[config.mk]
export PLATFORM = sky130hd
export DESIGN_NAME = te_pkt
export DESIGN_NICKNAME = d
export VERILOG_FILES = /design/src/te_pkt_pkg.sv /design/src/te_pkt.sv /design/src/te_pkt_bm_writer.sv /design/src/te_pkt_fifo.sv /design/src/te_pkt_rx_parser.sv
export VERILOG_INCLUDE_DIRS = /design/src
export SDC_FILE = /design/constraint.sdc
export NUM_CORES = 1
export LEC_CHECK = 0
export BUFFER_PORTS_ARGS = -buffer_cell sky130_fd_sc_hd__buf_2
export CORE_UTILIZATION = 45
export DETAILED_ROUTE_END_ITERATION = 6
export SYNTH_ARGS = -nofsm -noshare
export SYNTH_HDL_FRONTEND = slang
export SYNTH_SLANG_ARGS = --single-unit
[constraint.sdc]
create_clock -name clk_bus -period 10 [get_ports clk_bus]
set_clock_uncertainty 0.15 [all_clocks]
set_input_delay 0.5 -clock clk_bus [delete_from_list [all_inputs] [get_ports clk_bus]]
set_output_delay 0.5 -clock clk_bus [all_outputs]
set_load 0.005 [all_outputs]
[src/te_pkt_consts.svh]
`ifndef TE_PKT_CONSTS_SVH
`define TE_PKT_CONSTS_SVH

////////////////////////////////////////////////////////////////////////////
// Data path widths
////////////////////////////////////////////////////////////////////////////

// Bits per byte on the packet stream and in buffer memory
`define TE_PKT_BYTE_W 8

// Bytes per buffer-memory word, and lane index width to match
`define TE_PKT_WORD_BYTES 8
`define TE_PKT_LANE_W 3

// Header byte address width, also the buffer-memory word address width
`define TE_PKT_ADDR_W 10

// Length field holds payload length minus one
`define TE_PKT_LEN_W 4

////////////////////////////////////////////////////////////////////////////
// Header field widths
////////////////////////////////////////////////////////////////////////////

`define TE_PKT_SDID_W 4
`define TE_PKT_XID_W 3
`define TE_PKT_TYPE_W 3

////////////////////////////////////////////////////////////////////////////
// Queue depths
////////////////////////////////////////////////////////////////////////////

`define TE_PKT_WORD_FIFO_DEPTH 8
`define TE_PKT_RDREQ_FIFO_DEPTH 2

`endif

[src/te_pkt_pkg.sv]
`default_nettype none

`include "te_pkt_consts.svh"

package te_pkt_pkg;

    ////////////////////////////////////////////////////////////////////////////
    // Packet type field in bits 7..5 of header byte 0
    ////////////////////////////////////////////////////////////////////////////

    typedef enum logic [`TE_PKT_TYPE_W-1:0] {
        AK = 3'd0,
        WQ = 3'd1,
        WR = 3'd2,
        RQ = 3'd3,
        RR = 3'd4
    } pkt_type_e;

    ////////////////////////////////////////////////////////////////////////////
    // Records carried between parser, queues and writer
    ////////////////////////////////////////////////////////////////////////////

    // One buffer-memory write
    typedef struct packed {
        // Word index is the byte address without the lane bits
        logic [`TE_PKT_ADDR_W-`TE_PKT_LANE_W-1:0]       waddr;
        // One strobe per byte lane
        logic [`TE_PKT_WORD_BYTES-1:0]                   wstrb;
        // Lane 0 sits in the low byte
        logic [`TE_PKT_WORD_BYTES*`TE_PKT_BYTE_W-1:0]    wdata;
    } bm_word_t;

    // One read request as decoded from an RQ header
    typedef struct packed {
        logic [`TE_PKT_SDID_W-1:0] sid;
        logic [`TE_PKT_XID_W-1:0]  xid;
        // Byte address from header bytes 2 and 3
        logic [`TE_PKT_ADDR_W-1:0] addr;
        // Length minus one as in the header
        logic [`TE_PKT_LEN_W-1:0]  len;
    } rdreq_t;

endpackage

`default_nettype wire

[src/te_pkt.sv]
`timescale 1ns/1ps
`default_nettype none

`include "te_pkt_consts.svh"

module te_pkt
    import te_pkt_pkg::*;
(
    input  wire logic                                        clk_bus,
    input  wire logic                                        rst_n,
    // Inbound packet stream with one byte per cycle
    input  wire logic                                        pkt_sop,
    input  wire logic [`TE_PKT_BYTE_W-1:0]                   pkt_data,
    // Destination base as a buffer-memory word address
    input  wire logic [`TE_PKT_ADDR_W-1:0]                   ib_base,
    // Buffer-memory write port
    input  wire logic                                        bm_gnt,
    output logic                                             bm_req,
    output logic [`TE_PKT_ADDR_W-1:0]                        bm_addr,
    output logic [`TE_PKT_WORD_BYTES-1:0]                    bm_wstrb,
    output logic [`TE_PKT_WORD_BYTES*`TE_PKT_BYTE_W-1:0]     bm_wdata,
    // Read-request queue head
    input  wire logic                                        rdreq_pop,
    output logic                                             rdreq_valid,
    output rdreq_t                                           rdreq
);

    logic     word_push;
    bm_word_t parsed_word;
    logic     word_pop;
    bm_word_t head_word;
    logic     word_empty;
    logic     rdreq_push;
    rdreq_t   parsed_rdreq;
    logic     rdreq_empty;
    logic     rdreq_fifo_pop;

    // Queue head is valid whenever something is stored
    assign rdreq_valid    = !rdreq_empty;
    assign rdreq_fifo_pop = rdreq_pop && rdreq_valid;

    te_pkt_rx_parser rx_parser_i (
        .clk_bus    (clk_bus),
        .rst_n      (rst_n),
        .pkt_sop    (pkt_sop),
        .pkt_data   (pkt_data),
        .word_push  (word_push),
        .word       (parsed_word),
        .rdreq_push (rdreq_push),
        .rdreq_rec  (parsed_rdreq)
    );

    // Words wait here while the memory withholds its grant
    te_pkt_fifo #(
        .payload_t (bm_word_t),
        .DEPTH     (`TE_PKT_WORD_FIFO_DEPTH)
    ) word_fifo_i (
        .clk_bus (clk_bus),
        .rst_n   (rst_n),
        .push    (word_push),
        .pop     (word_pop),
        .wr_data (parsed_word),
        .rd_data (head_word),
        .empty   (word_empty),
        .full    ()
    );

    te_pkt_fifo #(
        .payload_t (rdreq_t),
        .DEPTH     (`TE_PKT_RDREQ_FIFO_DEPTH)
    ) rdreq_fifo_i (
        .clk_bus (clk_bus),
        .rst_n   (rst_n),
        .push    (rdreq_push),
        .pop     (rdreq_fifo_pop),
        .wr_data (parsed_rdreq),
        .rd_data (rdreq),
        .empty   (rdreq_empty),
        .full    ()
    );

    te_pkt_bm_writer bm_writer_i (
        .clk_bus    (clk_bus),
        .rst_n      (rst_n),
        .word_empty (word_empty),
        .word       (head_word),
        .ib_base    (ib_base),
        .bm_gnt     (bm_gnt),
        .word_pop   (word_pop),
        .bm_req     (bm_req),
        .bm_addr    (bm_addr),
        .bm_wstrb   (bm_wstrb),
        .bm_wdata   (bm_wdata)
    );

endmodule

`default_nettype wire

[src/te_pkt_bm_writer.sv]
`timescale 1ns/1ps
`default_nettype none

`include "te_pkt_consts.svh"

module te_pkt_bm_writer
    import te_pkt_pkg::*;
(
    input  wire logic                                        clk_bus,
    input  wire logic                                        rst_n,
    input  wire logic                                        word_empty,
    input  wire bm_word_t                                    word,
    input  wire logic [`TE_PKT_ADDR_W-1:0]                   ib_base,
    input  wire logic                                        bm_gnt,
    output logic                                             word_pop,
    output logic                                             bm_req,
    output logic [`TE_PKT_ADDR_W-1:0]                        bm_addr,
    output logic [`TE_PKT_WORD_BYTES-1:0]                    bm_wstrb,
    output logic [`TE_PKT_WORD_BYTES*`TE_PKT_BYTE_W-1:0]     bm_wdata
);

    localparam int ADDR_W = `TE_PKT_ADDR_W;

    // Idle waits for a record, request waits for the grant
    typedef enum logic {
        WR_IDLE,
        WR_REQ
    } wr_state_e;

    wr_state_e state;

    // Take the head record only while no request is open
    assign word_pop = (state == WR_IDLE) && !word_empty;
    assign bm_req   = (state == WR_REQ);

    always_ff @(posedge clk_bus) begin
        if (!rst_n) begin
            state <= WR_IDLE;
        end else begin
            case (state)
                WR_IDLE: if (word_pop) state <= WR_REQ;
                // Grant edge ends the write and one idle cycle follows
                WR_REQ:  if (bm_gnt) state <= WR_IDLE;
                default: state <= WR_IDLE;
            endcase
        end
    end

    // Request fields are loaded once per record
    always_ff @(posedge clk_bus) begin
        if (word_pop) begin
            // Destination base plus word index wraps at the top
            bm_addr  <= ib_base + ADDR_W'(word.waddr);
            bm_wstrb <= word.wstrb;
            bm_wdata <= word.wdata;
        end
    end

    // Fields hold until the memory takes them
    a_req_stable: assert property (@(posedge clk_bus) disable iff (!rst_n)
        (bm_req && !bm_gnt) |=> (bm_req && $stable(bm_addr)
                                 && $stable(bm_wstrb) && $stable(bm_wdata)))
        else $error("te_pkt_bm_writer request changed before grant");

endmodule

`default_nettype wire

[src/te_pkt_fifo.sv]
`timescale 1ns/1ps
`default_nettype none

module te_pkt_fifo #(
    parameter type payload_t = logic,
    parameter int  DEPTH     = 4
) (
    input  wire logic     clk_bus,
    input  wire logic     rst_n,
    input  wire logic     push,
    input  wire logic     pop,
    input  wire payload_t wr_data,
    output payload_t      rd_data,
    output logic          empty,
    output logic          full
);

    localparam int PTR_W = (DEPTH > 1) ? $clog2(DEPTH) : 1;
    localparam int CNT_W = $clog2(DEPTH + 1);

    // Register array with the head entry always visible on rd_data
    payload_t         mem [DEPTH];
    logic [PTR_W-1:0] wr_ptr;
    logic [PTR_W-1:0] rd_ptr;
    logic [CNT_W-1:0] count;
    logic             do_push;
    logic             do_pop;

    // Pointer advance with wrap for any depth
    function automatic logic [PTR_W-1:0] ptr_inc(input logic [PTR_W-1:0] ptr);
        return (ptr == PTR_W'(DEPTH - 1)) ? '0 : ptr + 1'b1;
    endfunction

    assign do_push = push && !full;
    assign do_pop  = pop && !empty;

    assign empty   = (count == '0);
    assign full    = (count == CNT_W'(DEPTH));
    assign rd_data = mem[rd_ptr];

    // Storage
    always_ff @(posedge clk_bus) begin
        if (do_push) begin
            mem[wr_ptr] <= wr_data;
        end
    end

    // Pointers and fill level
    always_ff @(posedge clk_bus) begin
        if (!rst_n) begin
            wr_ptr <= '0;
            rd_ptr <= '0;
            count  <= '0;
        end else begin
            if (do_push) begin
                wr_ptr <= ptr_inc(wr_ptr);
            end
            if (do_pop) begin
                rd_ptr <= ptr_inc(rd_ptr);
            end
            case ({do_push, do_pop})
                2'b10:   count <= count + 1'b1;
                2'b01:   count <= count - 1'b1;
                default: count <= count;
            endcase
        end
    end

    ////////////////////////////////////////////////////////////////////////////
    // Checks on the producer and consumer
    ////////////////////////////////////////////////////////////////////////////

    // Producer has no back-pressure, so it must never find the queue full
    a_push_not_full: assert property (@(posedge clk_bus) disable iff (!rst_n)
        push |-> !full)
        else $error("te_pkt_fifo push while full");

    // Consumer pops only what it has seen at the head
    a_pop_not_empty: assert property (@(posedge clk_bus) disable iff (!rst_n)
        pop |-> !empty)
        else $error("te_pkt_fifo pop while empty");

endmodule

`default_nettype wire

[src/te_pkt_rx_parser.sv]
`timescale 1ns/1ps
`default_nettype none

`include "te_pkt_consts.svh"

module te_pkt_rx_parser
    import te_pkt_pkg::*;
(
    input  wire logic                      clk_bus,
    input  wire logic                      rst_n,
    input  wire logic                      pkt_sop,
    input  wire logic [`TE_PKT_BYTE_W-1:0] pkt_data,
    output logic                           word_push,
    output bm_word_t                       word,
    output logic                           rdreq_push,
    output rdreq_t                         rdreq_rec
);

    localparam int BYTE_W    = `TE_PKT_BYTE_W;
    localparam int LANES     = `TE_PKT_WORD_BYTES;
    localparam int LANE_W    = `TE_PKT_LANE_W;
    localparam int ADDR_W    = `TE_PKT_ADDR_W;
    localparam int LEN_W     = `TE_PKT_LEN_W;
    // Byte 2 carries the top address bits, byte 3 the rest
    localparam int ADDR_HI_W = 4;
    localparam int ADDR_LO_W = ADDR_W - ADDR_HI_W;

    // Position within the packet
    typedef enum logic [2:0] {
        ST_IDLE,
        ST_HDR1,
        ST_HDR2,
        ST_HDR3,
        ST_DATA
    } rx_state_e;

    rx_state_e                   state;

    // Latched header fields
    pkt_type_e                   pkt_type;
    logic [`TE_PKT_XID_W-1:0]    xid;
    logic [`TE_PKT_SDID_W-1:0]   sid;
    logic [LEN_W-1:0]            len;
    logic [ADDR_HI_W-1:0]        addr_hi;

    // Payload walk
    logic [ADDR_W-1:0]           byte_addr;
    logic [LEN_W-1:0]            byte_cnt;

    // Word under assembly
    logic [ADDR_W-LANE_W-1:0]    acc_waddr;
    logic [LANES-1:0]            acc_strb;
    logic [LANES*BYTE_W-1:0]     acc_data;

    // Current byte merged into the word
    logic [LANE_W-1:0]           lane;
    logic [LANES-1:0]            merged_strb;
    logic [LANES*BYTE_W-1:0]     merged_data;
    logic                        last_byte;
    logic                        lane_full;
    logic                        data_byte;
    logic                        emit;

    ////////////////////////////////////////////////////////////////////////////
    // Byte placement
    ////////////////////////////////////////////////////////////////////////////

    always_comb begin
        lane        = byte_addr[LANE_W-1:0];
        merged_strb = acc_strb;
        merged_data = acc_data;
        merged_strb[lane] = 1'b1;
        merged_data[lane*BYTE_W +: BYTE_W] = pkt_data;
    end

    assign last_byte = (byte_cnt == len);
    assign lane_full = (lane == {LANE_W{1'b1}});
    // A start of packet overrides any payload byte
    assign data_byte = (state == ST_DATA) && !pkt_sop;
    assign emit      = data_byte && (lane_full || last_byte);

    ////////////////////////////////////////////////////////////////////////////
    // Control state and push strobes
    ////////////////////////////////////////////////////////////////////////////

    always_ff @(posedge clk_bus) begin
        if (!rst_n) begin
            state      <= ST_IDLE;
            word_push  <= 1'b0;
            rdreq_push <= 1'b0;
            acc_strb   <= '0;
        end else begin
            word_push  <= 1'b0;
            rdreq_push <= 1'b0;
            if (pkt_sop) begin
                // Only WQ and RQ headers are followed
                if (pkt_data[7:5] == WQ || pkt_data[7:5] == RQ) begin
                    state <= ST_HDR1;
                end else begin
                    state <= ST_IDLE;
                end
                // Flush a word cut short by the new packet
                if (|acc_strb) begin
                    word_push <= 1'b1;
                    acc_strb  <= '0;
                end
            end else begin
                case (state)
                    ST_HDR1: state <= ST_HDR2;
                    ST_HDR2: state <= ST_HDR3;
                    ST_HDR3: begin
                        if (pkt_type == RQ) begin
                            rdreq_push <= 1'b1;
                            state      <= ST_IDLE;
                        end else begin
                            state <= ST_DATA;
                        end
                    end
                    ST_DATA: begin
                        if (emit) begin
                            word_push <= 1'b1;
                            acc_strb  <= '0;
                        end else begin
                            acc_strb <= merged_strb;
                        end
                        if (last_byte) begin
                            state <= ST_IDLE;
                        end
                    end
                    default: state <= ST_IDLE;
                endcase
            end
        end
    end

    ////////////////////////////////////////////////////////////////////////////
    // Header fields, payload and output records
    ////////////////////////////////////////////////////////////////////////////

    always_ff @(posedge clk_bus) begin
        if (pkt_sop) begin
            pkt_type   <= pkt_type_e'(pkt_data[7:5]);
            xid        <= pkt_data[`TE_PKT_XID_W-1:0];
            // Partial word goes out as it stands
            word.waddr <= acc_waddr;
            word.wstrb <= acc_strb;
            word.wdata <= acc_data;
            acc_data   <= '0;
        end else begin
            case (state)
                ST_HDR1: sid <= pkt_data[7:4];
                ST_HDR2: begin
                    len     <= pkt_data[7:4];
                    addr_hi <= pkt_data[ADDR_HI_W-1:0];
                end
                ST_HDR3: begin
                    byte_addr      <= {addr_hi, pkt_data[ADDR_LO_W-1:0]};
                    byte_cnt       <= '0;
                    rdreq_rec.sid  <= sid;
                    rdreq_rec.xid  <= xid;
                    rdreq_rec.addr <= {addr_hi, pkt_data[ADDR_LO_W-1:0]};
                    rdreq_rec.len  <= len;
                end
                ST_DATA: begin
                    // Address wraps at the top of the byte space
                    byte_addr <= byte_addr + 1'b1;
                    byte_cnt  <= byte_cnt + 1'b1;
                    acc_waddr <= byte_addr[ADDR_W-1:LANE_W];
                    if (emit) begin
                        word.waddr <= byte_addr[ADDR_W-1:LANE_W];
                        word.wstrb <= merged_strb;
                        word.wdata <= merged_data;
                        acc_data   <= '0;
                    end else begin
                        acc_data <= merged_data;
                    end
                end
                default: ;
            endcase
        end
    end

endmodule

`default_nettype wire

**Yosys cells after proc, flatten, opt, wreduce, memory -nomap -nowiden**

Memories as Yosys holds them, arrays and structs flattened. A register that Yosys moved wholly into a read port is not among the register bits.
Index checks and enable logic that the tools add are counted.

- Bits in registers: 313
- RAM bits: 674
- Bits of input ports: 23
- Output and inout bits: 105
- Logic and storage cells: 144
- Memories kept: 2

- Add/sub/neg operators: 12
- Magnitude comparators: 2
- Equality and inequality tests: 19
- Shift operators: 2
- Mux-type cells: 40
- Bitwise logic cells: 5
- Reductions and logical operators: 32

Memories:

| memory | words | bits a word | read ports | clocked after memory_dff | write ports | RTL line | text |
|---|---|---|---|---|---|---|---|
| word_fifo_i.mem | 8 | 79 | 1 | 1 | 1 | te_pkt_fifo.sv:22 | `payload_t mem [DEPTH];` |
| rdreq_fifo_i.mem | 2 | 21 | 1 | 1 | 1 | te_pkt_fifo.sv:22 |  |

Operators by type and width:

| kind | number |
|---|---|
| two-way mux 79 bit | 3 |
| bitwise mux 64 bit | 1 |
| two-way mux 64 bit | 1 |
| variable shift 8 x 34 -> 64 bit (first input constant) | 1 |
| indexed part select 8 x 34 -> 64 bit | 1 |
| negator 6 -> 34 bit | 1 |
| two-way mux 8 bit | 4 |
| two-way mux 3 bit | 7 |
| one-hot mux 10 bit (2 select lines) | 1 |
| two-way mux 1 bit | 17 |
| one-hot mux 4 bit (2 select lines) | 2 |
| AND reduction 2 bit | 7 |
| equality test 3 x 2 -> 1 bit (second input constant) | 4 |
| equality test 3 bit (second input constant) | 4 |
| one-hot mux 3 bit (4 select lines) | 1 |
| adder 10 x 1 -> 10 bit (second input constant) | 1 |
| adder 10 x 7 -> 10 bit | 1 |
| nonzero test 2 bit | 5 |
| logical AND 1 bit | 9 |
| adder 4 x 1 -> 4 bit (second input constant) | 2 |
| bitwise OR 8 bit | 1 |
| OR reduction 8 bit | 1 |
| adder 3 x 1 -> 3 bit (second input constant) | 2 |
| equality test 2 bit (second input constant) | 3 |
| other kinds (21) | 32 |

**Logic depth before layout (Yosys ltp)**

Gate-level depths: netlist of run 1.

- Depth in word-level cells: 8
- Mapped depth: 13
- Gate-level depth less buffers: 10

**Cells and area by module**

From an unflattened synthesis of run 1, not the netlist that was laid out.

- Cell total of the unflattened synthesis: 1937
- Area, all modules: 38117.8 um^2

Modules (own cells, without submodules):

| module | instances | cells each | area each (um^2) | seq. area each (um^2) |
|---|---|---|---|---|
| te_pkt_fifo (word_fifo_i) | 1 | 993 | 24442.2 | 19238.5 |
| te_pkt_rx_parser | 1 | 717 | 9037.4 | 5715.5 |
| te_pkt_bm_writer | 1 | 134 | 2884.0 | 2482.4 |
| te_pkt_fifo (rdreq_fifo_i) | 1 | 91 | 1744.2 | 1361.3 |
| te_pkt | 1 | 2 | 10.0 | 0.0 |

**Least setup slack after synthesis of run 1**

Ideal clock, no wire load.

- Path type: flip-flop to flip-flop
- Start: register word_fifo_i.count[0]
- End: memory word_fifo_i.mem[2][0] (netlist bit), enable pin
- Library setup time: 738 ps
- Arrival: 8875 ps
- Required time: 9112 ps
- Path slack: 237 ps
- Cell stages (with the launch flop): 5
- Path buffers: 0
- Period minus slack after synthesis: 9763 ps
- Cell sequence: dfxtp_1 nor3_1 nand2_1 nand2_1 nor4b_1

- Cells in the longest elaborated chain, start to end: 5

Ends and longest elaborated chain:

| element | RTL line | text |
|---|---|---|
| start, declared | te_pkt_fifo.sv:25 | `logic [CNT_W-1:0] count;` |
| start signal, assigned | te_pkt_fifo.sv:62 | `2'b10: count <= count + 1'b1;` |
| start signal, assigned | te_pkt_fifo.sv:63 | `2'b01: count <= count - 1'b1;` |
| start signal, assigned | te_pkt_fifo.sv:64 | `default: count <= count;` |
| equality test 4 bit | te_pkt_fifo.sv:38 | `assign full = (count == CNT_W'(DEPTH));` |
| logical NOT 1 bit | te_pkt_fifo.sv:34 | `assign do_push = push && !full;` |
| logical AND 1 bit | te_pkt_fifo.sv:34 |  |
| two-way mux 1 bit | te_pkt_fifo.sv:43 | `if (do_push) begin` |
| two-way mux 1 bit (implied by the code) | te_pkt_fifo.sv:44 | `mem[wr_ptr] <= wr_data;` |
| end, declared | te_pkt_fifo.sv:22 |  |

No other way between the ends.

==> results of run 1 <==
[synthesized netlist by cell type (14+ instances only)]
cell / instances
sky130_fd_sc_hd__a21oi_1: 17
sky130_fd_sc_hd__a32o_1: 25
sky130_fd_sc_hd__buf_2: 23
sky130_fd_sc_hd__clkbuf_1: 39
sky130_fd_sc_hd__dfxtp_1: 96
sky130_fd_sc_hd__edfxtp_1: 895
sky130_fd_sc_hd__ha_1: 20
sky130_fd_sc_hd__inv_1: 22
sky130_fd_sc_hd__mux2_2: 136
sky130_fd_sc_hd__mux4_2: 158
sky130_fd_sc_hd__nand2_1: 77
sky130_fd_sc_hd__nand3_1: 14
sky130_fd_sc_hd__nor2_1: 57
sky130_fd_sc_hd__nor3_1: 14
sky130_fd_sc_hd__o21ai_0: 51
sky130_fd_sc_hd__o2bb2ai_1: 34
sky130_fd_sc_hd__xnor2_1: 15
[critical path, delay by kind of cell (launching register included)]
family	cells	cell delay [ns]
compound gates	2	0.93
xor+xnor	1	0.07
fa+ha+maj	1	0.32
flops	1	0.94
mux	2	0.70
simple gates	2	0.36
[flip-flops by register name, summed over array words and instances (netlist names), 4 cells and up, named ones only]
signal,count
rx_parser_i.acc_waddr,7
word_fifo_i.mem,632
rx_parser_i.len,4
rx_parser_i.sid,4
rx_parser_i.word,79
rx_parser_i.byte_addr,10
rx_parser_i.acc_strb,8
rdreq_fifo_i.mem,42
bm_writer_i.bm_wdata,64
word_fifo_i.count,4
rx_parser_i.byte_cnt,4
bm_writer_i.bm_wstrb,8
bm_writer_i.bm_addr,10
rx_parser_i.rdreq_rec,21
rx_parser_i.acc_data,64
rx_parser_i.addr_hi,4
[per-layer routing]
| layer | GRT usage (%) | share of wire (%) | up-vias | routed length [um] |
|---|---|---|---|---|
| met5 | 0 | 0 | - | 0 |
| met4 | 5.13 | 1.8 | 0 | 1410 |
| met3 | 3.04 | 5.1 | 93 | 3980 |
| met2 | 30.7 | 48 | 461 | 37500 |
| met1 | 26.6 | 45 | 9253 | 34500 |
| li1 | - | - | 7784 | - |
[power by group]
group	internal [uW]	leakage [uW]	total [uW]	switching, uW
clock network	2070	0.00155	3570	1500
logic	652	0.00314	1270	620
registers	4810	0.00903	4990	178
total	7530	0.0137	9830	2300
[how the worst max path moves through the flow]
| stage | start | end | slack [ns] | depth (start not counted) |
|---|---|---|---|---|
| after floorplan | word_fifo_i.count[0] | word_fifo_i.mem[2][0] | 0.24 | 4 |
| after global placement | flip-flop | bm_writer_i.bm_wdata[10] | 6.24 | 4 |
| after detailed placement | flip-flop | bm_writer_i.bm_wdata[54] | 6.16 | 4 |
| after CTS | flip-flop | bm_writer_i.bm_wdata[54] | 6.17 | 4 |
| after global routing | flip-flop | bm_writer_i.bm_wdata[48] | 5.95 | 4 |
| final | flip-flop | bm_writer_i.bm_addr[9] | 6.26 | 8 |
[kinds of logic (layout without fill, tap and decap cells)]
group / count (synthesis) / in the layout
xor gates and xnor gates: 27 / 27
and+or+nand+nor: 222 / 222
AOI/OAI and AO/OA: 163 / 163
buffers and inverters: 97 / 369
DFF: 991 / 991
muxes: 297 / 297
adders and majority gates: 22 / 22
[final cells by class]
cell class / count / area share, %
inverters: 23 / 0.204
repair buffers: 162 / 2.14
clock inverters: 49 / 1.03
flip-flops and latches: 991 / 68.1
multi-input cells: 731 / 18.9
well taps: 1060 / 3.14
clock buffers: 135 / 6.46
[stage by stage]
| stage | instance area [um2] | std cells | setup WS, ns | total power (uW) | util, % |
|---|---|---|---|---|---|
| 4_1_cts | 42300 | 3151 | 6.17 | 9970 | 52.2 |
| 3_3_place_gp | 39100 | 2964 | 6.24 | 6380 | 48.2 |
| 2_1_floorplan | 37100 | 1819 | 0.237 | 5890 | - |
| 3_5_place_dp | 39100 | 2964 | 6.16 | 6400 | 48.2 |
| 6_report | 42300 | 3151 | 6.26 | 9830 | 52.2 |
| 5_1_grt | 42300 | 3151 | 5.95 | 10200 | 52.2 |
[what timing repair did]
action                    CTS  global route
hold buffers                3             0
hold endpoints to repair    3             0
buffers inserted            0             0
==> impl_metrics.json, run 1 <==
{
  "outcome": "finished clean",
  "worst-r2r-cell-count": 8,
  "worstHoldEndpoint": "bm_writer_i.bm_addr[0]",
  "design.portCount": 128,
  "layout-drive-gt1-share_pct": 30.1,
  "start_util_pct": 45.8,
  "slowest_stage": "sky130_fd_sc_hd__dfxtp_4",
  "yosys_warnings": 0,
  "coreArea_mm2": 0.0811,
  "tritoncts": "yes",
  "htreeDepth": 3,
  "ys_async_sr_fraction_pct": 0,
  "leakage_uw": 0.0137,
  "path_class": "reg -> reg",
  "route.detailed.drc": 0,
  "path_clk_slew_ns": 0.06,
  "area_growth_syn_to_layout_pct": 13.9,
  "postRouteAntennaNets": 0,
  "grt.overflow.total": 0,
  "cts_repair_resize_count": 0,
  "number_of_cells_on_the_worst_hold_path": 2,
  "clock_sinks": 991,
  "worst-endpoint-required_ns": 10.24,
  "dp_hpwl_mm": 42.7,
  "mappedNetlistNets": 1864,
  "power_density_mw_per_mm2": 232,
  "synth_flop_cell": "sky130_fd_sc_hd__edfxtp_1",
  "grt_antenna_before_repair": 1,
  "fin_crit_ns": 3.74,
  "route.vias.total": 17600,
  "max-clock-path-buffers": 3,
  "timing.final.crit_share_pct": 37.4,
  "grt_max_degree": 57,
  "grt_setup_unrepaired": "no",
  "max_cap_violations": 0,
  "drtPass1Iterations": 5,
  "worst_reg_to_reg_setup_slack_ns": 6.26,
  "synth_cells": 1819,
  "setup_viol": 0,
  "n_antenna_cell": 0,
  "final_report_hold_violation_count": 0,
  "min-delay-path-class": "in -> reg",
  "multiInputGateArea_mm2": 0.00800,
  "syn-mean-instance-area_um2": 20.4,
  "fin_worst_hold_slack_ns": 0.0310,
  "fp-row-count": 104,
  "io_buffers": 127,
  "finalMaxSlewViolations": 0,
  "final_common_cell": "sky130_fd_sc_hd__edfxtp_1",
  "synth_seq_cells": 991,
  "synthDominantCellAreaShare_pct": 72.4,
  "vias_in_the_first_global_route": 18400,
  "maxClockFrequency_mhz": 267,
  "setup-tns-final_ns": 0,
  "synth.lib_cells_used.distinct": 62,
  "post_drt_wl_per_cell_um": 24.6,
  "crit_path_cell_trace": "mux4_2 -> mux2_2 -> ha_1 -> and3_1 -> a2111oi_0 -> a211oi_1 -> nand3_1 -> xnor2_1",
  "timing.rr.end": "bm_writer_i.bm_addr[9]",
  "yosys.area_share.simple_pct": 2.86,
  "dieHeight_um": 289,
  "critical_path_peak_fanout": 56,
  "critical_path_arrival_ns": 3.99,
  "setup.worst_path.end_class": "flip-flop",
  "timing.max_slew.rel_slack_pct": 27.9,
  "dr.first_iter.drc_count": 1436,
  "most-common-layout-cells": "sky130_fd_sc_hd__edfxtp_1, sky130_fd_sc_hd__mux4_2, sky130_fd_sc_hd__mux2_2, sky130_fd_sc_hd__buf_2, sky130_fd_sc_hd__clkbuf_16",
  "fillerInstances": 6274,
  "synth_largest_area_cell": "sky130_fd_sc_hd__edfxtp_1",
  "max_stage_delay_ns": 0.94,
  "hold_path_startpoint": "ib_base[0]",
  "post_synth_xor_area_fraction_pct": 0.657,
  "cts_made_buffers": 99,
  "fp.dieArea_mm2": 0.0837,
  "number_of_enable_flip_flop_cells_after_synthesis": 895,
  "grt_first_pass_wirelength_mm": 116,
  "area.sequential_mm2": 0.0288,
  "adder_cell_share_of_the_synthesized_area_pct": 0.781,
  "worst-slew-pin-transition_ns": 1.08,
  "cts_root_buffer": "sky130_fd_sc_hd__clkbuf_16",
  "synth_top_family_by_area": "multiplexers",
  "clkLatencyLatePin_ns": 0.66,
  "yosysSeqAreaShare_pct": 77.5,
  "post_synth_instance_area_mm2": 0.0371,
  "synthTopCellsByArea": "sky130_fd_sc_hd__edfxtp_1, sky130_fd_sc_hd__mux4_2, sky130_fd_sc_hd__dfxtp_1, sky130_fd_sc_hd__mux2_2, sky130_fd_sc_hd__o2bb2ai_1",
  "synth_compound_gate_area_share_pct": 3.27,
  "via_per_inst": 5.58,
  "track_usage_pct": 18.9,
  "place_congestion": 0.777,
  "totalWireLength_mm": 77.5,
  "cp-start-kind": "flip-flop",
  "nets": 2053,
  "dieWidth_um": 289,
  "power.ir.vdd_worst_mv": 0.146,
  "synth_mux_area_share_pct": 13.8
}
Power figures use the tool's default switching activity.
==> run 2, diff against run 1 <==
- clock period: 10 -> 3.3 ns (I/O delays scaled with it)
==> run 2 against run 1 <==
Effect of this change:
- via count down 0.45%
- first-iteration DRC count down 5.0%
- worst setup slack got worse by 6.1 ns
- sequential share of layout area decreased by 1.2 points
- clock power rose to 3.2 times the previous value
- final cell count up 1.3%
- non-clock buffer count increased by 36
- hold slack gained 0.17 ns
- critical endpoint is now bm_writer_i.bm_addr[3]
- largest power group unchanged
==> impl_metrics.json, run 2 (synthesis gave the netlist of run 1 again) <==
{
  "clkLatencyLatePin_ns": 0.65,
  "fp.dieArea_mm2": 0.0837,
  "max_cap_violations": 0,
  "final_util_pct": 53.1,
  "worst-endpoint-required_ns": 3.55,
  "post_drt_wl_per_cell_um": 23.7,
  "critical_path_peak_fanout": 9,
  "largest_register_ff_count": 632,
  "fin_crit_ns": 3.11,
  "fp-row-count": 104,
  "slowest_stage": "sky130_fd_sc_hd__dlygate4sd3_1",
  "layout-drive-gt1-share_pct": 31.1,
  "via_per_inst": 5.49,
  "total_power_uw": 30300,
  "design.portCount": 128,
  "track_usage_pct": 18.3,
  "timing.max_slew.rel_slack_pct": 35.3,
  "max-clock-path-buffers": 3,
  "final_common_cell": "sky130_fd_sc_hd__edfxtp_1",
  "setup_viol": 0,
  "n_antenna_cell": 0,
  "dp_hpwl_mm": 41.4,
  "place_congestion": 0.802,
  "cts_root_buffer": "sky130_fd_sc_hd__clkbuf_16",
  "area_growth_syn_to_layout_pct": 16.0,
  "setup-tns-final_ns": 0,
  "htreeDepth": 3,
  "power_density_mw_per_mm2": 703,
  "path_class": "reg -> reg",
  "tritoncts": "yes",
  "worst-slew-pin-transition_ns": 0.970,
  "start_util_pct": 45.8,
  "dr.first_iter.drc_count": 1364,
  "timing.critical_path.buf_inv": 2,
  "max_stage_delay_ns": 0.56,
  "setup.worst_path.end_class": "flip-flop",
  "detailed_place.area_mm2": 0.0395,
  "cpLargestDelayFamily": "buffers and inverters",
  "leakage_uw": 0.0140,
  "route.detailed.drc": 0,
  "crit_path_cell_trace": "buf_4 -> mux4_2 -> mux2_2 -> ha_1 -> a21o_1 -> a21oi_1 -> xnor2_1 -> dlygate4sd3_1",
  "dieHeight_um": 289,
  "grt_max_degree": 107,
  "min-delay-path-class": "in -> reg",
  "grt_setup_unrepaired": "no",
  "dieWidth_um": 289,
  "grt_antenna_before_repair": 2,
  "number_of_cells_after_detailed_placement": 2979,
  "io_buffers": 127,
  "coreArea_mm2": 0.0811,
  "nets": 2091,
  "clock_sinks": 991,
  "critical_path_arrival_ns": 3.36,
  "timing.final.crit_share_pct": 94.3,
  "most-common-layout-cells": "sky130_fd_sc_hd__edfxtp_1, sky130_fd_sc_hd__mux4_2, sky130_fd_sc_hd__mux2_2, sky130_fd_sc_hd__buf_2, sky130_fd_sc_hd__clkbuf_16",
  "totalWireLength_mm": 75.5,
  "grt_first_pass_wirelength_mm": 114,
  "outcome": "finished clean",
  "cp-start-kind": "flip-flop",
  "grt.overflow.total": 0,
  "largest_register": "word_fifo_i.mem",
  "power.ir.vdd_worst_mv": 0.518,
  "largest_registers_in_the_final_layout": "word_fifo_i.mem: 632 flops, rx_parser_i.word: 79 flops",
  "finalMaxSlewViolations": 0,
  "cts_made_buffers": 101,
  "route.vias.total": 17500,
  "postRouteAntennaNets": 0,
  "cts_post_setup_buffers_inserted": 0,
  "final_report_hold_violation_count": 0,
  "finalInstanceArea_mm2": 0.0431,
  "drtPass1Iterations": 5,
  "maxClockFrequency_mhz": 321,
  "layout.cells.non_filler": 3192,
  "vias_in_the_first_global_route": 18500,
  "path_clk_slew_ns": 0.06
}
-- run 2: power by group --
| part | switching, uW | internal [uW] |
|---|---|---|
| clock network | 4670 | 6580 |
| logic | 2000 | 2090 |
| registers | 378 | 14600 |
-- run 2: worst register-to-register path, delay by kind of cell (launching register included) --
family,cells,cell delay (ns)
buf+inv,2,0.80
mux,2,0.80
flops,1,0.45
compound gates,2,0.39
fa+ha+maj,1,0.19
xor+xnor,1,0.07
-- run 2: area by class of cell --
| class | count | area (um2) |
|---|---|---|
| clock buffer | 145 | 2840 |
| timing repair buffer | 198 | 1430 |
| multi-input combinational | 731 | 8100 |
| inverter | 23 | 86.3 |
| clock inverter | 44 | 482 |
| fill | 6256 | 38000 |
| tap | 1060 | 1330 |
| sequential | 991 | 28800 |
-- run 2: path summary, 6_finish.rpt --
check | start | to | slack [ns] | cells after the start
max | flip-flop | bm_writer_i.bm_addr[3] | 0.19 | 8
min | ib_base[9] | bm_writer_i.bm_addr[9] | 0.20 | 3
max reg2reg | flip-flop | bm_writer_i.bm_addr[3] | 0.19 | 8
min reg2reg | rx_parser_i.sid[0] | rx_parser_i.rdreq_rec[17] | 0.27 | 0
-- run 2: metrics by stage --
step                      setup slack, ns  hold WS (ns)
after global routing             0.000643         0.201
after global placement              0.210         0.255
after detailed placement            0.199         0.256
after floorplan                    -0.543         0.114
final                               0.187         0.197
after CTS                           0.166         0.164
-- run 2: metal layers --
| layer | up-vias | routed length, um | global-route usage, % | share of wire (%) |
|---|---|---|---|---|
| li1 | 7850 | - | - | - |
| met1 | 9169 | 32900 | 25.2 | 44 |
| met2 | 398 | 37800 | 30.7 | 50 |
| met3 | 95 | 3570 | 2.87 | 4.7 |
| met4 | 0 | 1250 | 4.67 | 1.7 |
| met5 | - | 0 | 0 | 0 |
-- run 2: what timing repair did --
item | CTS | global route
endpoints found under the hold margin | 96 | 0
hold buffers | 24 | 0
gates resized for setup | 0 | 1
setup endpoints to repair | 0 | 1
